<file path="src/isa_pkg.sv">
// Instruction encoding shared by the retire stage: decoded instruction fields and fault codes
`default_nettype none

package isa_pkg;

	typedef logic [4:0] register_idx_t;

	// Writing this register redirects the thread
	localparam register_idx_t REG_PC = 5'd31;

	typedef enum logic [2:0]
	{
		MEM_B = 3'd0,
		MEM_BX,
		MEM_S,
		MEM_SX,
		MEM_L,
		MEM_BLOCK,
		MEM_GATHER
	} memory_op_t;

	typedef enum logic [1:0]
	{
		BRANCH_CALL_OFFSET = 2'd0,
		BRANCH_CALL_REGISTER,
		BRANCH_OTHER
	} branch_type_t;

	// Which pipeline a rollback came from
	typedef enum logic
	{
		PIPE_ARITH = 1'b0,
		PIPE_MEM = 1'b1
	} pipeline_sel_t;

	typedef enum logic [2:0]
	{
		FR_NONE = 3'd0,
		FR_ILLEGAL_INSTRUCTION,
		FR_IFETCH_FAULT,
		FR_ITLB_MISS,
		FR_DTLB_MISS,
		FR_INVALID_ACCESS
	} fault_reason_t;

	typedef struct packed
	{
		logic [31:0] pc;
		logic illegal;
		logic ifetch_fault;
		logic tlb_miss;
		logic has_dest;
		register_idx_t dest_reg;
		logic dest_is_vector;
		logic is_compare;
		logic is_branch;
		branch_type_t branch_type;
		logic is_load;
		logic is_cache_control;
		memory_op_t memory_access_type;
	} decoded_instruction_t;

endpackage

`default_nettype wire

</file>
<file path="src/core_config_pkg.sv">
// Core geometry and the packed port bundles used between the retire stage blocks
`default_nettype none

package core_config_pkg;
	import isa_pkg::*;

	localparam int NUM_LANES = 4;
	localparam int NUM_THREADS = 4;
	localparam int LINE_BYTES = 16;

	typedef logic [31:0] scalar_t;
	// Lane 0 occupies the most significant word
	typedef scalar_t [0:NUM_LANES - 1] vector_t;
	typedef logic [NUM_LANES - 1:0] lane_mask_t;
	typedef logic [$clog2(NUM_THREADS) - 1:0] thread_idx_t;
	typedef logic [LINE_BYTES * 8 - 1:0] line_data_t;
	typedef logic [$clog2(NUM_LANES) - 1:0] lane_idx_t;

	typedef struct packed
	{
		logic valid;
		decoded_instruction_t instruction;
		thread_idx_t thread;
		vector_t result;
		lane_mask_t mask;
		logic rollback_en;
		scalar_t rollback_pc;
	} int_result_t;

	typedef struct packed
	{
		logic valid;
		decoded_instruction_t instruction;
		thread_idx_t thread;
		lane_mask_t lane_mask;
		logic [3:0] offset;
		lane_idx_t gather_lane;
		logic rollback_en;
		scalar_t rollback_pc;
		line_data_t load_data;
		logic access_fault;
		logic tlb_miss;
	} mem_result_t;

	typedef struct packed
	{
		logic [LINE_BYTES - 1:0] mask;
		line_data_t data;
	} store_bypass_t;

	typedef struct packed
	{
		vector_t value;
		lane_mask_t mask;
		scalar_t swapped_word;
	} aligned_load_t;

	typedef struct packed
	{
		logic en;
		thread_idx_t thread;
		scalar_t pc;
		pipeline_sel_t pipeline;
	} rollback_t;

	typedef struct packed
	{
		logic en;
		fault_reason_t reason;
		scalar_t pc;
		thread_idx_t thread;
		scalar_t access_addr;
	} fault_t;

	typedef struct packed
	{
		logic en;
		thread_idx_t thread;
		logic is_vector;
		vector_t value;
		lane_mask_t mask;
		register_idx_t reg_idx;
	} writeback_t;

endpackage

`default_nettype wire

</file>
<file path="src/load_aligner.sv">
// Load formatter: applies store queue bypass bytes, then aligns and extends the loaded data
`default_nettype none
`timescale 1ns/1ps

module load_aligner
	import isa_pkg::*;
	import core_config_pkg::*;
(
	input wire mem_result_t mem_result,
	input wire store_bypass_t bypass,
	output aligned_load_t aligned_load
);

	line_data_t bypassed_line;
	line_data_t swapped_line;
	lane_idx_t word_idx;
	scalar_t load_word;
	scalar_t swapped_word;
	logic [7:0] byte_aligned;
	logic [15:0] half_aligned;
	lane_mask_t gather_oh;

	// Stores still sitting in the store queue override stale cache bytes
	always_comb
	begin
		for (int i = 0; i < LINE_BYTES; i++)
		begin
			if (bypass.mask[i])
				bypassed_line[i * 8 +: 8] = bypass.data[i * 8 +: 8];
			else
				bypassed_line[i * 8 +: 8] = mem_result.load_data[i * 8 +: 8];
		end
	end

	// Offset 0 is the top word of the line
	assign word_idx = ~mem_result.offset[3:2];
	assign load_word = bypassed_line[word_idx * 32 +: 32];
	assign swapped_word = {load_word[7:0], load_word[15:8], load_word[23:16], load_word[31:24]};

	always_comb
	begin
		case (mem_result.offset[1:0])
			2'd0: byte_aligned = load_word[31:24];
			2'd1: byte_aligned = load_word[23:16];
			2'd2: byte_aligned = load_word[15:8];
			default: byte_aligned = load_word[7:0];
		endcase

		if (mem_result.offset[1])
			half_aligned = {load_word[7:0], load_word[15:8]};
		else
			half_aligned = {load_word[23:16], load_word[31:24]};
	end

	// Byte reverse every word for block loads
	always_comb
	begin
		for (int w = 0; w < NUM_LANES; w++)
		begin
			swapped_line[w * 32 +: 32] = {bypassed_line[w * 32 +: 8],
				bypassed_line[w * 32 + 8 +: 8], bypassed_line[w * 32 + 16 +: 8],
				bypassed_line[w * 32 + 24 +: 8]};
		end
	end

	// Gather lane one-hot, lane 0 in the MSB
	always_comb
	begin
		for (int i = 0; i < NUM_LANES; i++)
			gather_oh[NUM_LANES - 1 - i] = mem_result.gather_lane == lane_idx_t'(i);
	end

	always_comb
	begin
		aligned_load.value = '0;
		aligned_load.mask = '1;
		aligned_load.swapped_word = swapped_word;
		case (mem_result.instruction.memory_access_type)
			MEM_B: aligned_load.value[0] = {24'b0, byte_aligned};
			MEM_BX: aligned_load.value[0] = {{24{byte_aligned[7]}}, byte_aligned};
			MEM_S: aligned_load.value[0] = {16'b0, half_aligned};
			MEM_SX: aligned_load.value[0] = {{16{half_aligned[15]}}, half_aligned};
			MEM_L: aligned_load.value[0] = swapped_word;
			MEM_BLOCK:
			begin
				aligned_load.value = vector_t'(swapped_line);
				aligned_load.mask = mem_result.lane_mask;
			end
			MEM_GATHER:
			begin
				aligned_load.value = {NUM_LANES{swapped_word}};
				aligned_load.mask = gather_oh & mem_result.lane_mask;
			end
			default: aligned_load.mask = '0;
		endcase
	end

endmodule

`default_nettype wire

</file>
<file path="src/rollback_arbiter.sv">
// Picks the single rollback or fault caused by the retiring result, combinationally
`default_nettype none
`timescale 1ns/1ps

module rollback_arbiter
	import isa_pkg::*;
	import core_config_pkg::*;
(
	input wire int_result_t int_result,
	input wire mem_result_t mem_result,
	input wire aligned_load_t aligned_load,
	input wire scalar_t fault_handler,
	input wire scalar_t tlb_miss_handler,
	output rollback_t rollback,
	output fault_t fault
);

	logic int_fault;
	logic mem_fault;
	logic int_pc_write;
	logic mem_pc_load;

	assign int_fault = int_result.valid && (int_result.instruction.illegal
		|| int_result.instruction.ifetch_fault || int_result.instruction.tlb_miss);
	assign mem_fault = mem_result.valid && (mem_result.access_fault || mem_result.tlb_miss);
	assign int_pc_write = int_result.valid && int_result.instruction.has_dest
		&& int_result.instruction.dest_reg == REG_PC
		&& !int_result.instruction.dest_is_vector;

	// A cache miss wins over the PC load, the data is not there yet
	assign mem_pc_load = mem_result.valid && mem_result.instruction.has_dest
		&& mem_result.instruction.dest_reg == REG_PC
		&& !mem_result.instruction.dest_is_vector && !mem_result.rollback_en;

	always_comb
	begin
		rollback = '0;
		fault = '0;

		if (int_fault)
		begin
			rollback.en = 1'b1;
			rollback.thread = int_result.thread;
			rollback.pipeline = PIPE_ARITH;
			if (int_result.instruction.tlb_miss)
				rollback.pc = tlb_miss_handler;
			else
				rollback.pc = fault_handler;

			fault.en = 1'b1;
			if (int_result.instruction.tlb_miss)
				fault.reason = FR_ITLB_MISS;
			else if (int_result.instruction.ifetch_fault)
				fault.reason = FR_IFETCH_FAULT;
			else
				fault.reason = FR_ILLEGAL_INSTRUCTION;

			fault.pc = int_result.instruction.pc;
			fault.thread = int_result.thread;
			fault.access_addr = int_result.instruction.pc;
		end
		else if (mem_fault)
		begin
			rollback.en = 1'b1;
			rollback.thread = mem_result.thread;
			rollback.pipeline = PIPE_MEM;
			fault.en = 1'b1;
			if (mem_result.tlb_miss)
			begin
				fault.reason = FR_DTLB_MISS;
				rollback.pc = tlb_miss_handler;
			end
			else
			begin
				fault.reason = FR_INVALID_ACCESS;
				rollback.pc = fault_handler;
			end

			fault.pc = mem_result.instruction.pc;
			fault.thread = mem_result.thread;
			fault.access_addr = scalar_t'(mem_result.offset);
		end
		else if (int_pc_write)
		begin
			rollback.en = 1'b1;
			rollback.thread = int_result.thread;
			rollback.pc = int_result.result[0];
			rollback.pipeline = PIPE_ARITH;
		end
		else if (mem_pc_load)
		begin
			rollback.en = 1'b1;
			rollback.thread = mem_result.thread;
			rollback.pc = aligned_load.swapped_word;
			rollback.pipeline = PIPE_MEM;
		end
		else if (int_result.valid && int_result.rollback_en)
		begin
			// Taken branch
			rollback.en = 1'b1;
			rollback.thread = int_result.thread;
			rollback.pc = int_result.rollback_pc;
			rollback.pipeline = PIPE_ARITH;
		end
		else if (mem_result.valid && mem_result.rollback_en)
		begin
			// Data cache miss, replay the instruction
			rollback.en = 1'b1;
			rollback.thread = mem_result.thread;
			rollback.pc = mem_result.rollback_pc;
			rollback.pipeline = PIPE_MEM;
		end
	end

endmodule

`default_nettype wire

</file>
<file path="src/writeback_register.sv">
// One-deep register that holds the register file write of the result retired last cycle
`default_nettype none
`timescale 1ns/1ps

module writeback_register
	import isa_pkg::*;
	import core_config_pkg::*;
(
	input wire logic clk,
	input wire logic reset,
	input wire int_result_t int_result,
	input wire mem_result_t mem_result,
	input wire aligned_load_t aligned_load,
	input wire rollback_t rollback,
	output writeback_t writeback
);

	logic int_rolled_back;
	logic mem_rolled_back;
	logic is_call;
	vector_t compare_value;

	// Only one result retires per cycle, the pipeline field tells whose rollback it is
	assign int_rolled_back = rollback.en && rollback.pipeline == PIPE_ARITH;
	assign mem_rolled_back = rollback.en && rollback.pipeline == PIPE_MEM;

	// Calls redirect fetch and still write the return address
	assign is_call = int_result.instruction.is_branch
		&& (int_result.instruction.branch_type == BRANCH_CALL_OFFSET
		|| int_result.instruction.branch_type == BRANCH_CALL_REGISTER);

	// One compare bit per lane, packed into the low bits of lane 0
	always_comb
	begin
		compare_value = '0;
		for (int i = 0; i < NUM_LANES; i++)
			compare_value[0][i] = int_result.result[i][0];
	end

	always_ff @(posedge clk, posedge reset)
	begin
		if (reset)
			writeback <= '0;
		else if (int_result.valid)
		begin
			writeback.en <= is_call || (int_result.instruction.has_dest && !int_rolled_back);
			writeback.thread <= int_result.thread;
			writeback.is_vector <= int_result.instruction.dest_is_vector;
			writeback.reg_idx <= int_result.instruction.dest_reg;
			writeback.mask <= int_result.mask;
			if (int_result.instruction.is_compare)
				writeback.value <= compare_value;
			else
				writeback.value <= int_result.result;
		end
		else if (mem_result.valid)
		begin
			writeback.en <= mem_result.instruction.has_dest && !mem_rolled_back;
			writeback.thread <= mem_result.thread;
			writeback.is_vector <= mem_result.instruction.dest_is_vector;
			writeback.reg_idx <= mem_result.instruction.dest_reg;

			// Stores and cache control ops leave value and mask alone
			if (mem_result.instruction.is_load && !mem_result.instruction.is_cache_control)
			begin
				writeback.value <= aligned_load.value;
				writeback.mask <= aligned_load.mask;
			end
		end
		else
			writeback.en <= 1'b0;
	end

endmodule

`default_nettype wire

</file>
<file path="src/writeback_stage.sv">
// Retire stage top level, connects the load aligner, rollback arbiter and writeback register
`default_nettype none
`timescale 1ns/1ps

module writeback_stage
	import core_config_pkg::*;
(
	input wire logic clk,
	input wire logic reset,

	// Retiring results, at most one valid per cycle
	input wire int_result_t int_result,
	input wire mem_result_t mem_result,
	input wire store_bypass_t bypass,

	// Handler addresses for faults
	input wire scalar_t fault_handler,
	input wire scalar_t tlb_miss_handler,

	// Same cycle redirect
	output rollback_t rollback,
	output fault_t fault,

	// Register file write, one cycle later
	output writeback_t writeback
);

	aligned_load_t aligned_load;

	load_aligner u_load_aligner (
		.mem_result(mem_result),
		.bypass(bypass),
		.aligned_load(aligned_load)
	);

	rollback_arbiter u_rollback_arbiter (
		.int_result(int_result),
		.mem_result(mem_result),
		.aligned_load(aligned_load),
		.fault_handler(fault_handler),
		.tlb_miss_handler(tlb_miss_handler),
		.rollback(rollback),
		.fault(fault)
	);

	writeback_register u_writeback_register (
		.clk(clk),
		.reset(reset),
		.int_result(int_result),
		.mem_result(mem_result),
		.aligned_load(aligned_load),
		.rollback(rollback),
		.writeback(writeback)
	);

endmodule

`default_nettype wire

</file>
<file path="config.mk">
export PLATFORM = sky130hd
export DESIGN_NAME = writeback_stage
export DESIGN_NICKNAME = d
export VERILOG_FILES = /design/src/isa_pkg.sv /design/src/core_config_pkg.sv /design/src/load_aligner.sv /design/src/rollback_arbiter.sv /design/src/writeback_register.sv /design/src/writeback_stage.sv
export SDC_FILE = /design/constraint.sdc
export NUM_CORES = 1
export LEC_CHECK = 0
export BUFFER_PORTS_ARGS = -buffer_cell sky130_fd_sc_hd__buf_2
export CAP_MARGIN = 0
export CORE_AREA = 3 3 350 352
export DETAILED_ROUTE_END_ITERATION = 6
export DIE_AREA = 0 0 353 355
export HOLD_SLACK_MARGIN = 0.15
export MAX_ROUTING_LAYER = met4
export PLACE_DENSITY = 0.3
export SYNTH_ARGS = -nofsm -noshare
export SYNTH_HDL_FRONTEND = slang
export SYNTH_SLANG_ARGS = --single-unit
</file>
<file path="constraint.sdc">
create_clock -name clk -period 12.98 [get_ports clk]
set_input_delay 2.596 -clock clk [delete_from_list [all_inputs] [get_ports clk]]
set_output_delay 2.596 -clock clk [all_outputs]
set_load 0.01 [all_outputs]
</file>
==> flow_summary.json, run 1 <==
{
  "status": "stopped before the end",
  "haltStage": "detailed routing (5_2_route)",
  "firstError": "[ERROR DRT-0255] Maze Route cannot find path of net clk in worker of routeBox ( 338100 144900 ) ( 353000 193200 ).",
  "cts_root_buf": "clkbuf_16",
  "yosysUniqueCellTypes": 59,
  "cts_setup_buffers": 0,
  "synth_most_common_cell": "nor2_1",
  "grt_remaining_overflow": 0,
  "die_w_um": 353,
  "synth-seq-cells": 141,
  "pin_count": 903,
  "die_y_um": 355,
  "gp_congestion": 0.902,
  "synth_top_cells_by_area": "dfrtp_1 (29%), mux2i_1 (10%), nor2_1 (7.3%)",
  "pre_cts_slack_ps": 4340,
  "ctsResizeCount": 0,
  "synth_area_mm2": 0.0123,
  "grt_pass1_vias": 17100,
  "antenna_found_initial": 98,
  "start_util": 0.103,
  "yosys.area.top_type": "dfrtp_1",
  "yosysSeqAreaShare": 0.287,
  "grt_max_degree": 77,
  "rows": 127,
  "synth_top_cell_area_share": 0.287,
  "synth-main-ff-cell": "dfrtp_1",
  "dpl_cell_area_mm2": 0.0185,
  "clockBufferDepth": 2,
  "numPortBuffers": 889,
  "cts_sinks": 141,
  "yosys_warnings": 0,
  "hpwlAfterDp_mm": 110,
  "synth-edff-count": 0,
  "async_flop_share": 1.00,
  "synthTopCellsByCount": "nor2_1 (239), nand2_1 (162), o21ai_0 (144)",
  "numCtsBuffers": 17,
  "dp.cells": 3954,
  "synth_cells": 1558,
  "grt_pass1_wl_mm": 166,
  "h-tree-depth": 4,
  "grt_util_all_layers": 0.207,
  "synth.avg_cell_area_um2": 7.89,
  "syn_nets": 2214,
  "cts_hold_buf": 0
}
-- metrics by stage --
step / utilization / hold WS (ps)
2_1_floorplan: - / 524
4_1_cts: 0.160 / 492
3_5_place_dp: 0.155 / 469
3_3_place_gp: 0.155 / 474
5_1_grt: 0.160 / 526
-- cells by family after synthesis --
logic type / synth area share
compound gates: 0.299
buf+inv: 0.0516
flops: 0.287
mux: 0.168
simple gates: 0.195
-- layer usage --
metal and global-route usage:
met1 0.231, met2 0.372, met3 0.0523, met4 0.0414
met5 -
==> run 2: changes to the inputs <==
--- a/config.mk
+++ b/config.mk
@@ -10,9 +10,7 @@
 export CORE_AREA = 3 3 350 352
 export DETAILED_ROUTE_END_ITERATION = 6
 export DIE_AREA = 0 0 353 355
-export HOLD_SLACK_MARGIN = 0.15
-export MAX_ROUTING_LAYER = met4
-export PLACE_DENSITY = 0.3
+export PLACE_DENSITY_LB_ADDON = 0.15
 export SYNTH_ARGS = -nofsm -noshare
 export SYNTH_HDL_FRONTEND = slang
 export SYNTH_SLANG_ARGS = --single-unit
==> flow_summary.json, run 2 <==
{
  "status": "finished clean",
  "crit_path_start_kind": "primary input",
  "reg2reg_to": "u_writeback_register.writeback[21]$_DFFE_PP0P_",
  "drc": 0,
  "die_y_um": 355,
  "synthSimpleGateAreaFrac": 0.195,
  "critPathMaxFanout": 37,
  "ff2ff_path_depth": 1,
  "rsz0062_at_grt": "false",
  "layout_commonest_cell": "buf_2",
  "setup_ws_ps": 4620,
  "finalNetCount": 3009,
  "final_cell_mix": "buf_2 (888), nor2_1 (238), nand2_1 (161), o21ai_0 (144), dfrtp_1 (141)",
  "synth_area_mm2": 0.0123,
  "synth-edff-count": 0,
  "cp_slowest_cell": "a22o_2",
  "cp-end-kind": "output port",
  "synth_top_family_by_area": "compound AO/OA/AOI/OAI gates",
  "synth_compound_area_frac": 0.299,
  "synthTopCellsByCount": "nor2_1 (239), nand2_1 (162), o21ai_0 (144)",
  "cp_slowest_stage_delay_ps": 910,
  "first_pass_iters": 5,
  "cts_tree": "yes",
  "min_to": "u_writeback_register.writeback[107]$_DFFE_PP0P_",
  "syn_nets": 2214,
  "vdd_drop_max_uv": 57.8,
  "fin_crit_sh": 0.644,
  "hold_depth": 2,
  "ant_nets": 0,
  "drtIter0Drc": 840,
  "grt_pass1_vias": 16600,
  "reg2reg_slack_ps": 12160,
  "synth_most_common_cell": "nor2_1",
  "stdcell_count": 3996,
  "cts_setup_buffers": 0,
  "startpoint": "int_result[183]",
  "min_period_ps": 8360,
  "clockBufferDepth": 2,
  "pin_count": 903,
  "final_cell_area_mm2": 0.0191,
  "syn_to_final_growth_pct": 55.3,
  "max_freq_ghz": 0.120,
  "pre_cts_slack_ps": 4650,
  "via_per_inst": 4.04,
  "clock_latency_ps": 490,
  "path_cells": "buf_2 -> o31ai_2 -> nand2_1 -> inv_2 -> a22o_2 -> a22oi_1 -> o21ai_0 -> buf_2",
  "yosysSeqAreaShare": 0.287,
  "required_ps": 10380,
  "synth_cells": 1558,
  "final-max-slew-violation-count": 0,
  "clock_skew_ps": 0,
  "grt_remaining_overflow": 0,
  "holdCritPathClass": "flop to flop",
  "drive_gt1_frac": 0.440,
  "setup_tns_ps": 0,
  "hp-start": "u_writeback_register.writeback[107]$_DFFE_PP0P_",
  "async_flop_share": 1.00,
  "top_regs": "u_writeback_register.writeback x141",
  "h-tree-depth": 4,
  "numCtsBuffers": 17,
  "cpMostUsedCell": "buf_2",
  "synth_top_cell_area_share": 0.287,
  "grt_util_all_layers": 0.185,
  "core_area_mm2": 0.120,
  "arrival_ps": 5770,
  "dpl_cell_area_mm2": 0.0184,
  "whs_ps": 498,
  "synth-seq-cells": 141,
  "tightest_slew_ps": 1250,
  "gp_congestion": 0.849,
  "ctsResizeCount": 0,
  "yosys.area.top_type": "dfrtp_1",
  "finalSetupViolations": 0,
  "wl_per_cell_um": 30.1,
  "start_util": 0.103,
  "slew_headroom": 0.142,
  "synth_mux_area_frac": 0.168,
  "finalHoldViolCount": 0,
  "power_leakage_nw": 8.92,
  "utilization": 0.159,
  "cts_hold_buf": 0,
  "cts_root_buf": "clkbuf_16",
  "synth_top_cells_by_area": "dfrtp_1 (29%), mux2i_1 (10%), nor2_1 (7.3%)",
  "r2r_start": "u_writeback_register.writeback[21]$_DFFE_PP0P_",
  "yosysUniqueCellTypes": 59,
  "cp_top_family": "compound AO/OA/AOI/OAI gates",
  "cts_sinks": 141,
  "synth-main-ff-cell": "dfrtp_1",
  "numPortBuffers": 889,
  "largest_reg_flops": 141,
  "vias": 16100,
  "synth.avg_cell_area_um2": 7.89,
  "die_w_um": 353,
  "critPathKind": "primary input to output port",
  "power_density_mw_per_mm2": 93.1,
  "yosys_warnings": 0,
  "critical_path_buf_inv_count": 3,
  "hpwlAfterDp_mm": 99.7,
  "maxCapViolations": 0,
  "finalWirelength_mm": 120,
  "power_mw": 1.78,
  "path_clk_slew_ps": 80,
  "die_area_mm2": 0.125,
  "grt_pass1_wl_mm": 156,
  "antenna_found_initial": 54,
  "dp.cells": 3946,
  "rows": 127,
  "largest-register": "u_writeback_register.writeback",
  "synth_xor_area_frac": 0,
  "synth-adder-area-share": 0,
  "grt_max_degree": 90
}
[run 2: cell counts after synthesis]
No cell type changed its count.
[run 2: cell families (layout without fill, tap and decap cells)]
| group | count (synthesis) | count (layout) |
|---|---|---|
| AO/OA/AOI/OAI | 549 | 549 |
| buffers and inverters | 151 | 958 |
| flip-flops | 141 | 141 |
| multiplexers | 171 | 171 |
| other | 0 | 19 |
| AND/OR/NAND/NOR | 546 | 546 |
[run 2: cell type report]
type,count,area (um^2)
fillers,14000,101000
multi-input cells,1266,8190
repair buffers,918,4670
flip-flops and latches,141,3530
well taps,1612,2020
clock buffers,17,425
clock inverters,14,160
diodes,19,47.5
inverters,9,42.5
[run 2: how the worst max path moves through the flow]
| stage | endpoint | cells past startpoint | slack, ps |
|---|---|---|---|
| after global routing | rollback[21] | 8 | 4430 |
| after CTS | rollback[24] | 8 | 4640 |
| final | rollback[15] | 8 | 4620 |
| after floorplan | rollback[11] | 6 | 6280 |
| after detailed placement | rollback[24] | 8 | 4650 |
| after global placement | rollback[22] | 8 | 4630 |
[run 2: per-layer routing]
layer	global-route usage	up-vias	wire length (um)	part of all wire
met5	0	-	96	0.00080
met4	0.0343	16	1670	0.014
met3	0.0409	89	7420	0.062
met2	0.326	722	59400	0.49
met1	0.233	7893	51900	0.43
li1	-	7412	-	-
[run 2: power breakdown]
group	internal [mW]	switching [mW]
clock network	0.287	0.275
registers	0.489	0.0271
logic	0.250	0.449
Power figures use the tool's default switching activity.
